### config.mk
export PLATFORM = sky130hd
export DESIGN_NAME = enc_top
export DESIGN_NICKNAME = d
export VERILOG_FILES = /design/src/enc_pkg.sv /design/src/enc_top.sv /design/src/enc_sink.sv /design/src/enc_parity.sv /design/src/enc_buffer.sv /design/src/enc_ctrl.sv
export SDC_FILE = /design/constraint.sdc
export NUM_CORES = 1
export LEC_CHECK = 0
export BUFFER_PORTS_ARGS = -buffer_cell sky130_fd_sc_hd__buf_2
export CORE_ASPECT_RATIO = 1.1
export CORE_MARGIN = 2
export CORE_UTILIZATION = 30
export CTS_CLUSTER_SIZE = 12
export DETAILED_ROUTE_END_ITERATION = 10
export PLACE_DENSITY_LB_ADDON = 0.15
export SLEW_MARGIN = 20
export SYNTH_ARGS = -nofsm -noshare
export SYNTH_HDL_FRONTEND = slang
export SYNTH_SLANG_ARGS = --single-unit
### constraint.sdc
create_clock -name iclk -period 2.82 [get_ports iclk]
set_clock_uncertainty 0.1 [all_clocks]
set_input_delay 0 -clock iclk [delete_from_list [all_inputs] [get_ports iclk]]
set_output_delay 0 -clock iclk [all_outputs]
set_load 0.02 [all_outputs]
### src/enc_pkg.sv
// Encoder shared definitions
package enc_pkg;

  // ********************************************************************
  // Widths
  // ********************************************************************

  // Data and parity word width
  localparam int DAT_W  = 8;
  // Buffer address width, one block of up to 16 words
  localparam int ADDR_W = 4;
  // Block tag width
  localparam int TAG_W  = 4;

  // Buffer address, also used as a word count
  typedef logic [ADDR_W-1:0] addr_t;

  // ********************************************************************
  // Stream beats
  // ********************************************************************

  // One input word; the tag only matters on the first word of a block
  typedef struct packed {
    logic [DAT_W-1:0] dat;
    logic             last;
    logic [TAG_W-1:0] tag;
  } in_beat_t;

  // One output word
  // The tag is repeated on every word of the block
  typedef struct packed {
    logic             sop;
    logic             eop;
    logic [DAT_W-1:0] dat;
    logic [TAG_W-1:0] tag;
  } out_beat_t;

endpackage
### src/enc_top.sv
// Block encoder output subsystem
`timescale 1ns/100ps

module enc_top
  import enc_pkg::*;
(
  input  logic      iclk,
  input  logic      ireset,
  // Input stream
  input  logic      in_valid,
  input  in_beat_t  in_beat,
  output logic      in_ready,
  // Output stream, request driven
  input  logic      out_req,
  output logic      out_valid,
  output out_beat_t out_beat
);

  // ********************************************************************
  // Internal wiring
  // ********************************************************************

  // Buffer write side
  logic             wr_en;
  addr_t            wr_addr;
  logic [DAT_W-1:0] wr_dat;
  // Parity accumulator
  logic             par_clr;
  logic             par_step;
  addr_t            par_idx;
  logic [DAT_W-1:0] par_word;
  // Block handoff
  logic             blk_full;
  addr_t            blk_num;
  logic [TAG_W-1:0] blk_tag;
  logic             blk_release;
  // Buffer read side
  addr_t            rd_addr;
  logic [DAT_W-1:0] rd_dat;

  // ********************************************************************
  // Write side
  // ********************************************************************

  enc_ctrl u_ctrl (
    .iclk        (iclk),
    .ireset      (ireset),
    .in_valid    (in_valid),
    .in_beat     (in_beat),
    .in_ready    (in_ready),
    .wr_en       (wr_en),
    .wr_addr     (wr_addr),
    .wr_dat      (wr_dat),
    .par_clr     (par_clr),
    .par_step    (par_step),
    .par_idx     (par_idx),
    .par_word    (par_word),
    .blk_full    (blk_full),
    .blk_num     (blk_num),
    .blk_tag     (blk_tag),
    .blk_release (blk_release)
  );

  // Accumulates straight from the input data word
  enc_parity u_parity (
    .iclk   (iclk),
    .ireset (ireset),
    .clr    (par_clr),
    .step   (par_step),
    .idx    (par_idx),
    .dat    (in_beat.dat),
    .parity (par_word)
  );

  enc_buffer u_buffer (
    .iclk    (iclk),
    .wr_en   (wr_en),
    .wr_addr (wr_addr),
    .rd_addr (rd_addr),
    .wr_dat  (wr_dat),
    .rd_dat  (rd_dat)
  );

  // ********************************************************************
  // Read side
  // ********************************************************************

  enc_sink u_sink (
    .iclk        (iclk),
    .ireset      (ireset),
    .num         (blk_num),
    .full        (blk_full),
    .rdat        (rd_dat),
    .tag         (blk_tag),
    .blk_release (blk_release),
    .raddr       (rd_addr),
    .req         (out_req),
    .out_valid   (out_valid),
    .out_beat    (out_beat)
  );

endmodule

### src/enc_sink.sv
// Encoder buffer readout
`timescale 1ns/100ps

module enc_sink
  import enc_pkg::*;
(
  input  logic             iclk,
  input  logic             ireset,
  // Data word count of the block, parity sits at this address
  input  addr_t            num,
  // Buffer side
  input  logic             full,
  input  logic [DAT_W-1:0] rdat,
  input  logic [TAG_W-1:0] tag,
  output logic             blk_release,
  output addr_t            raddr,
  // Output side
  input  logic             req,
  output logic             out_valid,
  output out_beat_t        out_beat
);

  typedef enum logic {
    ST_IDLE,
    ST_READ
  } state_t;

  // Read address counter with a look-ahead flag for the final address
  typedef struct packed {
    addr_t done_value;
    logic  done;
    addr_t value;
  } cnt_t;

  state_t           state;
  cnt_t             cnt;
  logic             start;
  logic             rd_step;
  // Delay lines matching the buffer read latency plus the output register
  logic [2:0]       val_sr;
  logic [2:0]       eop_sr;
  logic [1:0]       sop_sr;
  logic             sop;
  logic [DAT_W-1:0] dat_q;
  logic [TAG_W-1:0] tag_q;

  // ********************************************************************
  // FSM
  // ********************************************************************

  assign start       = (state == ST_IDLE) & full;
  assign rd_step     = (state == ST_READ) & req;
  // Buffer is handed back as soon as the final word is requested
  assign blk_release = rd_step & cnt.done;

  always_ff @(posedge iclk or posedge ireset) begin
    if (ireset) begin
      state <= ST_IDLE;
    end else begin
      case (state)
        ST_IDLE : state <= full        ? ST_READ : ST_IDLE;
        ST_READ : state <= blk_release ? ST_IDLE : ST_READ;
        default : state <= ST_IDLE;
      endcase
    end
  end

  // ********************************************************************
  // Address counter
  // ********************************************************************

  // done rises one step ahead of the last address, hence the 2 word minimum
  always_ff @(posedge iclk or posedge ireset) begin
    if (ireset) begin
      cnt <= '0;
    end else if (state == ST_IDLE) begin
      cnt.value      <= '0;
      cnt.done       <= 1'b0;
      cnt.done_value <= num - 1'b1;
    end else if (rd_step) begin
      cnt.value <= cnt.done ? '0 : (cnt.value + 1'b1);
      cnt.done  <= (cnt.value == cnt.done_value);
    end
  end

  assign raddr = cnt.value;

  // ********************************************************************
  // Output framing
  // ********************************************************************

  always_ff @(posedge iclk or posedge ireset) begin
    if (ireset) begin
      val_sr <= '0;
      eop_sr <= '0;
      sop_sr <= '0;
      sop    <= 1'b0;
    end else begin
      // Each request becomes one valid word 3 cycles on
      val_sr <= {val_sr[1:0], rd_step};
      // eop rides along with the request for the parity word
      eop_sr <= {eop_sr[1:0], blk_release};
      sop_sr <= {sop_sr[0], start};
      // sop is armed early and dropped after the first valid word
      if (sop_sr[1]) begin
        sop <= 1'b1;
      end else if (out_valid) begin
        sop <= 1'b0;
      end
    end
  end

  // Payload registers
  always_ff @(posedge iclk) begin
    dat_q <= rdat;
    if (start) begin
      tag_q <= tag;
    end
  end

  assign out_valid = val_sr[2];
  assign out_beat  = '{sop: sop, eop: eop_sr[2], dat: dat_q, tag: tag_q};

endmodule

### src/enc_parity.sv
// Rotating XOR parity accumulator
`timescale 1ns/100ps

module enc_parity
  import enc_pkg::*;
(
  input  logic             iclk,
  input  logic             ireset,
  input  logic             clr,
  input  logic             step,
  input  addr_t            idx,
  input  logic [DAT_W-1:0] dat,
  output logic [DAT_W-1:0] parity
);

  // Rotation amount width, DAT_W is a power of two
  localparam int SH_W = $clog2(DAT_W);

  logic [SH_W-1:0]    sh;
  logic [2*DAT_W-1:0] dbl;
  logic [DAT_W-1:0]   rot;

  // ********************************************************************
  // Rotate left by idx mod DAT_W
  // ********************************************************************

  // Low bits of the index give the modulo directly
  assign sh  = idx[SH_W-1:0];

  // Upper half of the doubled word shifted left is the rotated word
  assign dbl = {dat, dat} << sh;
  assign rot = dbl[2*DAT_W-1 -: DAT_W];

  // ********************************************************************
  // Accumulator
  // ********************************************************************

  always_ff @(posedge iclk or posedge ireset) begin
    if (ireset) begin
      parity <= '0;
    end else if (clr) begin
      // Fresh start for the next block
      parity <= '0;
    end else if (step) begin
      parity <= parity ^ rot;
    end
  end

endmodule

### src/enc_buffer.sv
// Encoder block memory
`timescale 1ns/100ps

module enc_buffer
  import enc_pkg::*;
(
  input  logic             iclk,
  // Write port
  input  logic             wr_en,
  input  addr_t            wr_addr,
  // Read port
  input  addr_t            rd_addr,
  input  logic [DAT_W-1:0] wr_dat,
  output logic [DAT_W-1:0] rd_dat
);

  // One block of data words plus its parity word
  logic [DAT_W-1:0] mem [2**ADDR_W];

  // Registered read address
  addr_t rd_addr_q;

  // ********************************************************************
  // Write side
  // ********************************************************************

  always_ff @(posedge iclk) begin
    if (wr_en) begin
      mem[wr_addr] <= wr_dat;
    end
  end

  // ********************************************************************
  // Read side
  // ********************************************************************

  // Address register then output register, so data lands 2 cycles later
  // Readout never overlaps a write to the same block
  always_ff @(posedge iclk) begin
    rd_addr_q <= rd_addr;
    rd_dat    <= mem[rd_addr_q];
  end

endmodule

### src/enc_ctrl.sv
// Encoder write-side control
`timescale 1ns/100ps

module enc_ctrl
  import enc_pkg::*;
(
  input  logic             iclk,
  input  logic             ireset,
  // Input stream
  input  logic             in_valid,
  input  in_beat_t         in_beat,
  output logic             in_ready,
  // Buffer write port
  output logic             wr_en,
  output addr_t            wr_addr,
  output logic [DAT_W-1:0] wr_dat,
  // Parity accumulator
  output logic             par_clr,
  output logic             par_step,
  output addr_t            par_idx,
  input  logic [DAT_W-1:0] par_word,
  // Handoff to the sink
  output logic             blk_full,
  output addr_t            blk_num,
  output logic [TAG_W-1:0] blk_tag,
  input  logic             blk_release
);

  typedef enum logic [1:0] {
    ST_COLLECT,
    ST_WR_PAR,
    ST_WAIT
  } state_t;

  state_t state;
  // Number of words written so far, doubles as the next write address
  addr_t  cnt;
  logic   accept;

  // ********************************************************************
  // Input handshake
  // ********************************************************************

  // Input is only taken while the block is still being collected and out of reset
  assign in_ready = (state == ST_COLLECT) & ~ireset;
  assign accept   = in_valid & in_ready;

  // ********************************************************************
  // FSM
  // ********************************************************************

  always_ff @(posedge iclk or posedge ireset) begin
    if (ireset) begin
      state   <= ST_COLLECT;
      cnt     <= '0;
      blk_num <= '0;
    end else begin
      case (state)
        ST_COLLECT : begin
          if (accept) begin
            cnt <= cnt + 1'b1;
            // After the last data word cnt already points at the parity slot
            if (in_beat.last) begin
              state <= ST_WR_PAR;
            end
          end
        end
        ST_WR_PAR : begin
          // Parity goes behind the data, cnt equals the data word count here
          blk_num <= cnt;
          state   <= ST_WAIT;
        end
        ST_WAIT : begin
          // The sink frees the buffer when it asks for the final word
          if (blk_release) begin
            cnt   <= '0;
            state <= ST_COLLECT;
          end
        end
        default : begin
          state <= ST_COLLECT;
        end
      endcase
    end
  end

  // The tag comes with the first word of the block
  always_ff @(posedge iclk) begin
    if (accept && (cnt == '0)) begin
      blk_tag <= in_beat.tag;
    end
  end

  // ********************************************************************
  // Buffer and parity control
  // ********************************************************************

  // Data words while collecting, then one parity word
  assign wr_en    = accept | (state == ST_WR_PAR);
  assign wr_addr  = cnt;
  assign wr_dat   = (state == ST_WR_PAR) ? par_word : in_beat.dat;

  // Word index sets the rotation of each data word
  assign par_step = accept;
  assign par_idx  = cnt;
  assign par_clr  = (state == ST_WAIT) & blk_release;

  // Block stays offered to the sink for the whole wait
  assign blk_full = (state == ST_WAIT);

endmodule

==> results of run 1 <==
through the flow:
stage               area, sq um  utilization [%]  power, mW
floorplan                  7660                -       5.55
global placement           8250             32.8       6.09
global route               8910             35.4       8.81
detailed placement         8250             32.8       6.12
finish                     8910             35.4       8.33
CTS                        8910             35.4       8.48
area by class of cell:
| cell class | count | area (sq um) |
|---|---|---|
| fill | 2409 | 16300 |
| sequential | 193 | 5410 |
| inverter | 8 | 30.0 |
| timing repair buffer | 63 | 428 |
| clock buffer | 17 | 425 |
| multi-input combinational | 188 | 2080 |
| tap | 315 | 394 |
| clock inverter | 15 | 146 |
flip-flops by register name (all words and copies together), names as in the netlist:
register,cells
u_ctrl.blk_num,4
u_ctrl.blk_tag,4
u_sink.raddr,4
u_sink.state,1
u_sink.sop_sr,2
u_sink.tag_q,4
u_sink.sop,1
u_sink.val_sr,3
u_ctrl.state,2
u_sink.eop_sr,3
u_ctrl.par_idx,4
u_buffer.mem,128
u_sink.cnt,5
u_sink.dat_q,8
u_buffer.rd_dat,8
u_parity.parity,8
u_buffer.rd_addr_q,4
cell usage in the layout, fill, tap and decap left out, types with 2 or more instances in the layout:
cell type,Yosys,final
clkbuf_16,0,17
edfxtp_1,136,136
o21ai_0,7,7
clkinv_4,0,3
inv_1,7,7
nand2b_1,5,5
nand3_1,2,2
nor2_1,16,16
clkinv_2,0,2
ha_1,6,6
and2_1,2,2
dlygate4sd3_1,0,9
a21oi_1,10,10
mux4_1,24,24
dfrtp_1,37,37
buf_2,3,32
buf_4,2,21
inv_6,0,5
nor2b_1,5,5
nor3_1,6,6
mux2_2,14,14
mux2i_1,11,11
nand2_1,35,35
dfxtp_1,20,19
clkinv_8,0,2
inv_8,0,3
xor2_1,7,7
and3_1,2,2
mux4_2,24,24
timing repair:
item                                   in CTS  in global routing
endpoints found under the hold margin      53                  0
resized for setup                           0                  0
hold buffers                                9                  0
power breakdown:
| part | internal [mW] | switching (mW) | leakage, nW |
|---|---|---|---|
| sequential | 3.54 | 0.466 | 1.85 |
| clock | 1.18 | 1.15 | 0.284 |
| combinational | 1.07 | 0.926 | 1.10 |
| total | 5.79 | 2.54 | 3.23 |
cell families (layout without fill, tap and decap cells):
| family | after synthesis | in the layout | share of synthesized area, % |
|---|---|---|---|
| buffers and inverters | 30 | 103 | 2.22 |
| AND/OR/NAND/NOR | 81 | 81 | 5.05 |
| XOR/XNOR | 8 | 8 | 0.915 |
| flip-flops | 193 | 193 | 70.6 |
| AO/OA/AOI/OAI | 20 | 20 | 1.41 |
| adder cells (fa/ha/maj) | 6 | 6 | 0.980 |
| multiplexers | 73 | 73 | 18.8 |
metal layers:
metal  wire, microns  up-vias
met5               0        -
met4             184        0
met3             442       14
met2            8000       76
met1            7280     1958
li1                -     1725
worst max-delay path: cells and delay by family (launching register included):
family	cells	cell delay [ns]
simple gates	1	0.08
flops	1	0.81
mux	3	1.06
worst max path at each step:
stage	start	slack (ns)	end	depth (start not counted)
2_1_floorplan	u_ctrl.par_idx[0]	0.74	u_buffer.mem[0][0]	5
3_3_place_gp	u_buffer.rd_addr_q[0]	0.71	u_buffer.rd_dat[2]	3
3_5_place_dp	u_buffer.rd_addr_q[0]	0.69	u_buffer.rd_dat[7]	3
4_1_cts	u_ctrl.par_idx[2]	0.67	u_parity.parity[0]	4
5_1_grt	u_ctrl.par_idx[1]	0.49	u_buffer.mem[4][7]	4
6_report	u_ctrl.par_idx[2]	0.68	u_parity.parity[0]	4
==> key figures, run 1 <==
Status
  • Status: complete, no violations

Finish
  • Finished Layout Cells: 799
  • Ant diodes: 0
  • Layout cells sized above 1: 26.2%
  • Nets: 494
  • Area grow syn2layout: 16.4%

Pwr
  • PD cells: 935 nW/um^2
  • Worst IR Drop VDD: 0.000408 V
  • Static leakage: 3.23 nW

Global route
  • Met1 GRT Util: 16.6%
  • Total Routing Usage GR: 12.6%
  • First-pass GRT wire length: 24.3 mm
  • GR Overflow Total: 0
  • GRT met2 Usage: 20.7%
  • Vias in the first global route: 3994
  • Met3 usage: 2.80%
  • Initial antenna violation count: 0
  • Largest net degree at the start of global routing: 38
  • GRT busiest layer: met2

STA
  • Setup TNS: 0 ns
  • Setup violators final: 0
  • Period minus WS final: 2.14 ns
  • RSZ-0062 raised after global routing: false
  • Worst Tran Pin Value: 0.724 ns
  • Final period util: 75.8%
  • Fmax: 468 MHz
  • Final Hold Viols: 0
  • Rel. slew slack: 51.7%
  • Setup WS post-layout: 0.683 ns
  • Final number of max-transition violations: 0
  • Hold Slack: 0.123 ns

Clock network
  • CTS tree: built
  • Clock Path Buffers: 2
  • Clk_lat worst skew: 0.43 ns
  • Root Buffer: clkbuf_16
  • Clock sink total: 193
  • Post CTS Setup Buffer Count: 0
  • Htree depth: 4
  • CTS Buf Count: 17
  • Clock slew at reported path FFs: 0.08 ns

Worst setup path
  • Worst path cell trace: mux4_2 -> mux2_2 -> nand2_1 -> mux2i_1
  • Reg2reg start: u_ctrl.par_idx[2]
  • Crit path kind: reg2reg
  • Reg2reg path depth: 4
  • CP endpoint kind: flop
  • Critical Path Start Type: flop
  • Crit path required time: 3.07 ns
  • Slowest cell on crit path: dfrtp_1
  • Worst endpoint data arrival time: 2.39 ns
  • Worst r2r dst: u_parity.parity[0]
  • Register-to-Register Setup Slack: 0.68 ns
  • Worst path max stage delay: 0.81 ns
  • Crit-path max FO: 19

Yosys
  • Ys async rst share: 19.2%
  • Area share of the largest cell type after synthesis: 53.3%
  • Synth cell types: 40
  • Top FF cell, synth: edfxtp_1
  • Cells after Synth: 411
  • Net Count, Synth: 434
  • Top area cells in the synthesized netlist: edfxtp_1 53%, dfrtp_1 12%, mux4_1 8.2%
  • Post-synth top cells: 136 x edfxtp_1, 37 x dfrtp_1, 35 x nand2_1
  • Yosys warning count: 0
  • Mapped Area: 7660 sq um
  • Seq/Total Area, Yosys: 70.6%
  • Count leader, synth: edfxtp_1
  • Avg Cell Area, Syn: 18.6 sq um
  • #FFs+latches synth: 193
  • Synth area leader: edfxtp_1
  • Number of synthesized flops with an enable pin: 136

Route
  • Post-route DRC: 0
  • DR vias/cell: 4.72
  • Antenna Nets Post-Route: 0
  • Drt wl/cell: 19.9 microns
  • First-pass detailed-route iteration total: 5
  • 1st-iter DRT viols: 219
  • Post-Route WL: 15.9 mm
  • Via count: 3773

Run
  • Max-cap violations: 0

Place
  • IO buf count: 32
  • Dpl hpwl: 10.1 mm
  • DP Worst Slack: 0.685 ns
  • Placed Cells: 758
  • RePlAce Congestion: 0.728

Floorplanning
  • Total I/O pin count: 33
  • Die width: 156 microns
  • Core area: 25200 sq um
  • Total Die Area: 26800 sq um
  • Initial Utilization: 30.4%
  • Die height: 172 microns
  • Core Rows: 61

Hold path
  • Hold path endpoint: u_buffer.mem[7][6]
  • WHS Path Cells: 2
  • Hold path startpoint: in_beat[11]
  • Type of the most critical hold path: in2reg
(Power assumes the default switching activity.)
==> run 2: changes to the inputs <==
--- a/config.mk
+++ b/config.mk
@@ -5,6 +5,7 @@
 export SDC_FILE = /design/constraint.sdc
 export NUM_CORES = 1
 export LEC_CHECK = 0
+export ABC_AREA = 1
 export BUFFER_PORTS_ARGS = -buffer_cell sky130_fd_sc_hd__buf_2
 export CORE_ASPECT_RATIO = 1.1
 export CORE_MARGIN = 2
==> constraint.sdc (replaced) <==
create_clock -name iclk -period 2.24 [get_ports iclk]
set_clock_uncertainty 0.1 [all_clocks]
set_input_delay 0 -clock iclk [delete_from_list [all_inputs] [get_ports iclk]]
set_output_delay 0 -clock iclk [all_outputs]
set_load 0.02 [all_outputs]
==> run 2 against run 1 <==
Compared with the run above: maximum frequency rose by 14%; critical path type unchanged; flip-flop and latch count did not move; clock power rose by 24%; cell count rose by 44%; final area rose by 5.4%; power rose by 37%.
==> key figures, run 2 <==
Run
  • Max-cap violations: 0 (unchanged)

STA
  • RSZ-0062 raised after global routing: false (unchanged)
  • Setup violators final: 0 (unchanged)
  • Final Hold Viols: 0 (unchanged)
  • Fmax: 533 MHz (was 468 MHz)
  • Final period util: 83.7% (was 75.8%)
  • Setup WS post-layout: 0.365 ns (was 0.683 ns)
  • Final number of max-transition violations: 0 (unchanged)
  • Setup TNS: 0 ns (unchanged)
  • Worst Tran Pin Value: 0.542 ns (was 0.724 ns)
  • Period minus WS final: 1.88 ns (was 2.14 ns)
  • Rel. slew slack: 63.8% (was 51.7%)

Worst setup path
  • Crit path required time: 2.28 ns (was 3.07 ns)
  • Worst endpoint data arrival time: 1.91 ns (was 2.39 ns)
  • CP endpoint kind: flop (unchanged)
  • Worst path cell trace: inv_8 -> ha_1 -> nand2_1 -> nor2_1 -> buf_4 (was mux4_2 -> mux2_2 -> nand2_1 -> mux2i_1)
  • Worst Path Buf+Inv: 2 (was 0)
  • Crit. Startpoint: u_ctrl.par_idx[0] (was u_ctrl.par_idx[2])
  • Worst path max stage delay: 0.55 ns (was 0.81 ns)
  • Worst r2r dst: u_buffer.mem[12][5] (was u_parity.parity[0])
  • Crit-path max FO: 14 (was 19)
  • Reg2reg start: u_ctrl.par_idx[0] (was u_ctrl.par_idx[2])
  • Critical Path Start Type: flop (unchanged)
  • Crit path max-delay family: flip-flops (was multiplexers)
  • Slowest cell on crit path: dfrtp_1 (unchanged)
  • Register-to-Register Setup Slack: 0.36 ns (was 0.68 ns)
  • Reg2reg path depth: 5 (was 4)
  • Crit path kind: reg2reg (unchanged)

Finish
  • FF+latch area: 5420 sq um (was 5410 sq um)
  • Nets: 800 (was 494)
  • Area grow syn2layout: 15.9% (was 16.4%)
  • Finished Cell Area: 9400 sq um (was 8910 sq um)
  • Footprint of the multi-input gates: 2080 sq um (about the same)
  • Ant diodes: 0 (unchanged)
  • Fillers: 2639 (was 2409)
  • Most frequent cells in the layout: 136 x edfxtp_1, 117 x nand2_1, 96 x inv_1 (was 136 x edfxtp_1, 37 x dfrtp_1, 35 x nand2_1)
  • Commonest non-fill, non-tap cell in the layout: edfxtp_1 (unchanged)
  • Layout cells sized above 1: 16.6% (was 26.2%)
  • Max FFs per register: 128 (unchanged)
  • Largest reg by FF count: u_buffer.mem (unchanged)

Yosys
  • Avg Cell Area, Syn: 11.2 sq um (was 18.6 sq um)
  • Yosys warning count: 0 (unchanged)
  • Cells after Synth: 723 (was 411)
  • Compound-Gate Fraction of Synth Area: 8.87% (was 1.40%)
  • Area share of the largest cell type after synthesis: 50.3% (was 53.3%)
  • Count leader, synth: edfxtp_1 (unchanged)
  • Multiplexer share of the synthesized area: 0.139% (was 18.8%)
  • Net Count, Synth: 746 (was 434)
  • Main combinational cell family by area after synthesis: simple AND/OR/NAND/NOR gates (was multiplexers)
  • Synth cell types: 30 (was 40)
  • Seq/Total Area, Yosys: 66.7% (was 70.6%)
  • Post-synth top cells: 136 x edfxtp_1, 117 x nand2_1, 96 x inv_1 (was 136 x edfxtp_1, 37 x dfrtp_1, 35 x nand2_1)
  • Ys async rst share: 19.2% (unchanged)
  • Simple-gate area share of the yosys netlist: 14.9% (was 5.05%)
  • #FFs+latches synth: 193 (unchanged)
  • Top FF cell, synth: edfxtp_1 (unchanged)
  • Mapped Area: 8110 sq um (was 7660 sq um)
  • Synth area leader: edfxtp_1 (unchanged)
  • Number of synthesized flops with an enable pin: 136 (unchanged)
  • Top area cells in the synthesized netlist: edfxtp_1 50%, dfrtp_1 11%, nand2_1 5.4% (was edfxtp_1 53%, dfrtp_1 12%, mux4_1 8.2%)
  • Synth Area in Adders: 0.925% (was 0.980%)
  • Post-synthesis xor/xnor area fraction: 0.756% (was 0.915%)

Clock network
  • Clock sink total: 193 (unchanged)
  • Clock Path Buffers: 2 (unchanged)
  • Htree depth: 4 (unchanged)
  • Clk_lat worst skew: 0.43 ns (about the same)
  • CTS Buf Count: 17 (unchanged)
  • CTS tree: built (unchanged)
  • Root Buffer: clkbuf_16 (unchanged)
  • Clock slew at reported path FFs: 0.07 ns (was 0.08 ns)
  • Post CTS Setup Buffer Count: 0 (unchanged)

Floorplanning
  • Core area: 26800 sq um (was 25200 sq um)
  • Initial Utilization: 30.3% (was 30.4%)
  • Die width: 161 microns (was 156 microns)
  • Total Die Area: 28400 sq um (was 26800 sq um)
  • Core Rows: 63 (was 61)
  • Die height: 176 microns (was 172 microns)
  • Total I/O pin count: 33 (unchanged)

Pwr
  • Internal power: 7.17 mW (was 5.79 mW)
  • Total design power: 11.4 mW (was 8.33 mW)
  • Clock power share: 25.3% (was 27.9%)
  • Sw Share: 37.4% (was 30.5%)
  • Combinational Power Share: 32.2% (was 24.0%)
  • Static leakage: 3.82 nW (was 3.23 nW)
  • Power share of the sequential group: 42.5% (was 48.1%)
  • Worst IR Drop VDD: 0.000635 V (was 0.000408 V)
  • Psw: 4.28 mW (was 2.54 mW)
  • PD cells: 1220 nW/um^2 (was 935 nW/um^2)

Place
  • RePlAce Congestion: 0.857 (was 0.728)
  • Dpl hpwl: 12.2 mm (was 10.1 mm)
  • Post-DP Area: 8750 sq um (was 8250 sq um)
  • IO buf count: 32 (unchanged)
  • DP Worst Slack: 0.393 ns (was 0.685 ns)

Global route
  • First-pass GRT wire length: 29.0 mm (was 24.3 mm)
  • GR Overflow Total: 0 (unchanged)
  • Largest net degree at the start of global routing: 76 (was 38)
  • Vias in the first global route: 5298 (was 3994)
  • Total Routing Usage GR: 13.4% (was 12.6%)
  • Initial antenna violation count: 0 (unchanged)

Route
  • DR vias/cell: 4.48 (was 4.72)
  • Drt wl/cell: 15.9 microns (was 19.9 microns)
  • Post-route DRC: 0 (unchanged)
  • Post-Route WL: 18.2 mm (was 15.9 mm)
  • 1st-iter DRT viols: 326 (was 219)
  • Via count: 5141 (was 3773)
  • First-pass detailed-route iteration total: 4 (was 5)
  • Antenna Nets Post-Route: 0 (unchanged)

Hold path
  • Hold path startpoint: in_beat[11] (unchanged)
  • WHS Path Cells: 8 (was 2)
  • Hold path endpoint: u_parity.parity[4] (was u_buffer.mem[7][6])
  • Type of the most critical hold path: in2reg (unchanged)

Status
  • Status: complete, no violations (unchanged)
## run 2: cell types whose count changed after synthesis, moves of 26 or more
cell	delta
nand2_1	+82
o21ai_0	+50
o211ai_1	+32
nand3_1	+60
inv_1	+89
a21oi_1	+26
## run 2: per-stage QoR
stage          hold WS, ns  utilization [%]  std cells
6_report            0.0787             35.1       1147
5_1_grt             0.0957             35.1       1147
4_1_cts             0.0414             35.1       1147
3_3_place_gp        0.0493             32.7       1106
2_1_floorplan      -0.0453                -        723
3_5_place_dp        0.0609             32.7       1106
## run 2: worst max path at each step
stage                                endpoint  slack [ns]  cells past startpoint
after floorplan           u_buffer.mem[10][0]        0.31                      7
after global placement     u_buffer.mem[9][7]        0.40                      8
after detailed placement  u_buffer.mem[12][7]        0.39                      5
after CTS                 u_buffer.mem[12][5]        0.37                      5
after global routing      u_buffer.mem[12][5]        0.26                      5
final                     u_buffer.mem[12][5]        0.36                      5
## run 2: power by group through the flow
| stage | Sequential (mW) | Combinational [mW] | Clock, mW |
|---|---|---|---|
| 5_1_grt | 4.95 | 4.16 | 3.13 |
| 3_3_place_gp | 4.93 | 3.69 | 0 |
| 3_5_place_dp | 4.95 | 3.72 | 0 |
| 4_1_cts | 4.87 | 3.74 | 2.98 |
| 6_report | 4.86 | 3.69 | 2.90 |
| 2_1_floorplan | 4.85 | 2.71 | 0 |
## run 2: logic make-up (layout without fill, tap and decap cells)
kind of cell / after synthesis / in the layout
buf+inv: 137 / 204
flops: 193 / 193
compound gates: 127 / 127
simple gates: 252 / 252
mux: 1 / 1
xor+xnor: 7 / 7
fa+ha+maj: 6 / 6
## run 2: final cells by class
type / count / share of cell area [%]
sequential: 193 / 57.6
tap: 357 / 4.75
timing repair buffer: 72 / 5.54
clock inverter: 13 / 1.22
multi-input combinational: 393 / 22.1
inverter: 100 / 4.07
clock buffer: 19 / 4.71
## run 2: tightest hold or removal path: stages
cell,delay [ns]
buf_2,0.14
nand2_4,0.07
nand3_2,0.06
nand2_2,0.06
nand2_1,0.07
nand4_1,0.07
nand2_1,0.07
nor2_1,0.03
## run 2: timing repair
action                    CTS  global route
hold buffers                9             0
hold endpoints to repair   55             0
resized for setup           0             0
## run 2: per-layer routing
| layer | up-vias | wire length [microns] | track usage, % |
|---|---|---|---|
| met4 | 0 | 80 | 2.94 |
| met2 | 103 | 9630 | 24.7 |
| li1 | 2566 | - | - |
| met1 | 2468 | 7960 | 16.1 |
| met5 | - | 0 | 0 |
| met3 | 4 | 517 | 2.98 |
==> run 3: changes to the inputs <==
--- a/config.mk
+++ b/config.mk
@@ -5,7 +5,7 @@
 export SDC_FILE = /design/constraint.sdc
 export NUM_CORES = 1
 export LEC_CHECK = 0
-export ABC_AREA = 1
+export ABC_AREA = 0
 export BUFFER_PORTS_ARGS = -buffer_cell sky130_fd_sc_hd__buf_2
 export CORE_ASPECT_RATIO = 1.1
 export CORE_MARGIN = 2
==> constraint.sdc (replaced) <==
create_clock -name iclk -period 1.75 [get_ports iclk]
set_clock_uncertainty 0.1 [all_clocks]
set_input_delay 0 -clock iclk [delete_from_list [all_inputs] [get_ports iclk]]
set_output_delay 0 -clock iclk [all_outputs]
set_load 0.02 [all_outputs]
==> run 3 against run 2 <==
Compared with the run above: the flow now finishes with violations (hold timing, setup timing); critical path type unchanged; die area decreased by 5.5%; non-clock buffer count increased by 19; worst hold slack got worse by 0.081 ns; flip-flop and latch count stayed put.
==> key figures, run 3 (same netlist as run 1, synthesis figures left out) <==
Worst setup path
  • Worst path max stage delay: 0.51 ns (was 0.55 ns)
  • Crit path kind: reg2reg (unchanged)
  • Most common cell on crit path: mux4_2
  • Worst path cell trace: buf_12 -> mux4_2 -> mux4_2 (was inv_8 -> ha_1 -> nand2_1 -> nor2_1 -> buf_4)
  • Crit path max-delay family: multiplexers (was flip-flops)
  • Critical Path Start Type: flop (unchanged)
  • Crit-path max FO: 18 (was 14)
  • CP endpoint kind: flop (unchanged)
  • Worst Path Buf+Inv: 1 (was 2)
  • Slowest cell on crit path: mux4_2 (was dfrtp_1)
  • Worst endpoint data arrival time: 2.00 ns (was 1.91 ns)
  • Crit path required time: 1.95 ns (was 2.28 ns)

STA
  • Setup violators final: 8 (was 0)
  • Hold Slack: -0.00245 ns (was 0.0787 ns)
  • Worst Tran Pin Value: 0.499 ns (was 0.542 ns)
  • Final number of max-transition violations: 0 (unchanged)
  • Fmax: 557 MHz (was 533 MHz)
  • Rel. slew slack: 66.7% (was 63.8%)
  • Setup WS post-layout: -0.0468 ns (was 0.365 ns)
  • Final Hold Viols: 8 (was 0)
  • Setup TNS: -0.189 ns (was 0 ns)
  • Final period util: 103% (was 83.7%)
  • Period minus WS final: 1.80 ns (was 1.88 ns)
  • RSZ-0062 raised after global routing: true (was false)

Global route
  • Largest net degree at the start of global routing: 38 (was 76)
  • Initial antenna violation count: 0 (unchanged)
  • GR Overflow Total: 0 (unchanged)
  • First-pass GRT wire length: 25.0 mm (was 29.0 mm)
  • Total Routing Usage GR: 13.0% (was 13.4%)
  • Vias in the first global route: 4172 (was 5298)

Place
  • IO buf count: 32 (unchanged)
  • RePlAce Congestion: 0.753 (was 0.857)
  • Post-DP Area: 8600 sq um (was 8750 sq um)
  • Dpl hpwl: 10.2 mm (was 12.2 mm)

Pwr
  • Power share of the sequential group: 43.4% (was 42.5%)
  • Static leakage: 3.39 nW (was 3.82 nW)
  • PD cells: 1520 nW/um^2 (was 1220 nW/um^2)
  • Clock power share: 27.2% (was 25.3%)
  • Worst IR Drop VDD: 0.000623 V (was 0.000635 V)
  • Psw: 4.22 mW (was 4.28 mW)
  • Sw Share: 29.6% (was 37.4%)
  • Internal power: 10.0 mW (was 7.17 mW)
  • Combinational Power Share: 29.4% (was 32.2%)

Floorplanning
  • Total I/O pin count: 33 (unchanged)
  • Total Die Area: 26800 sq um (was 28400 sq um)
  • Initial Utilization: 30.4% (was 30.3%)
  • Core Rows: 61 (was 63)
  • Die width: 156 microns (was 161 microns)
  • Die height: 172 microns (was 176 microns)
  • Core area: 25200 sq um (was 26800 sq um)

Route
  • DR vias/cell: 4.60 (was 4.48)
  • Post-route DRC: 0 (unchanged)
  • First-pass detailed-route iteration total: 7 (was 4)
  • Post-Route WL: 16.0 mm (was 18.2 mm)
  • 1st-iter DRT viols: 180 (was 326)
  • Drt wl/cell: 19.3 microns (was 15.9 microns)
  • Via count: 3808 (was 5141)
  • Antenna Nets Post-Route: 0 (unchanged)

Finish
  • Most frequent cells in the layout: 136 x edfxtp_1, 48 x mux4_2, 34 x dfrtp_1 (was 136 x edfxtp_1, 117 x nand2_1, 96 x inv_1)
  • Layout cells sized above 1: 39.8% (was 16.6%)
  • Area grow syn2layout: 22.8% (was 15.9%)
  • Commonest non-fill, non-tap cell in the layout: edfxtp_1 (unchanged)
  • Final Core Density: 37.3% (was 35.1%)
  • Nets: 522 (was 800)
  • Ant diodes: 0 (unchanged)
  • Max FFs per register: 128 (unchanged)
  • Finished Cell Area: 9400 sq um (about the same)
  • Largest reg by FF count: u_buffer.mem (unchanged)

Clock network
  • CTS tree: built (unchanged)
  • Root Buffer: clkbuf_16 (unchanged)
  • Clock sink total: 193 (unchanged)
  • CTS Buf Count: 17 (unchanged)
  • Htree depth: 4 (unchanged)
  • Clock slew at reported path FFs: 0.07 ns (about the same)
  • Clk_lat worst skew: 0.43 ns (about the same)
  • Clock Path Buffers: 2 (unchanged)

Status
  • Violated checks: hold timing, setup timing
  • Status: complete, but fails checks (was complete, no violations)

Hold path
  • Type of the most critical hold path: in2reg (unchanged)

Run
  • Max-cap violations: 0 (unchanged)
[run 3: layout make-up]
| cell class | instances | area (sq um) |
|---|---|---|
| multi-input combinational | 188 | 2130 |
| timing repair buffer | 91 | 826 |
| fill | 2399 | 15800 |
| sequential | 193 | 5420 |
| tap | 315 | 394 |
| inverter | 8 | 30.0 |
| clock buffer | 21 | 504 |
| clock inverter | 11 | 101 |
[run 3: routing by layer]
metal | vias up | wire length (microns) | track usage, % | share of wire, %
met5 | - | 0 | 0 | 0
met4 | 0 | 233 | 4.59 | 1.5
met1 | 1977 | 6790 | 16.1 | 43
li1 | 1758 | - | - | -
met2 | 57 | 8490 | 22.7 | 53
met3 | 16 | 449 | 2.77 | 2.8
[run 3: power by group through the flow]
stage / Combinational (mW) / Sequential [mW] / Clock, mW
CTS: 4.20 / 6.18 / 4.01
floorplan: 2.86 / 6.23 / 0
detailed placement: 4.14 / 6.27 / 0
finish: 4.19 / 6.19 / 3.88
global placement: 4.09 / 6.26 / 0
global route: 4.59 / 6.30 / 4.18
[run 3: path summary, 6_finish.rpt]
path                                       start            endpoint  slack (ns)  cells after the start
max                        u_buffer.rd_addr_q[0]  u_buffer.rd_dat[3]       -0.05                      3
max in group asynchronous                 ireset     u_ctrl.state[1]        1.01                      4
min                                  in_beat[11]  u_buffer.mem[9][6]      -0.002                      2
min in group asynchronous                 ireset     u_ctrl.state[0]        0.17                      4
min reg2reg                   u_buffer.rd_dat[2]     u_sink.dat_q[2]        0.23                      0
max reg2reg                u_buffer.rd_addr_q[0]  u_buffer.rd_dat[3]       -0.05                      3
[run 3: stage by stage]
stage / setup WS, ns / cells / power, mW
2_1_floorplan: -0.162 / 411 / 9.09
3_3_place_gp: -0.0455 / 785 / 10.4
3_5_place_dp: -0.0755 / 785 / 10.4
4_1_cts: -0.0645 / 825 / 14.4
5_1_grt: -0.0889 / 827 / 15.1
6_report: -0.0468 / 827 / 14.3
[run 3: what timing repair did]
action / in CTS / in global routing
endpoints found under the setup margin: 33 / 97
gates resized for setup: 7 / 27
hold endpoints to repair: 53 / 0
pin swaps: 3 / 5
hold buffers: 8 / 0
buffers inserted: 0 / 2
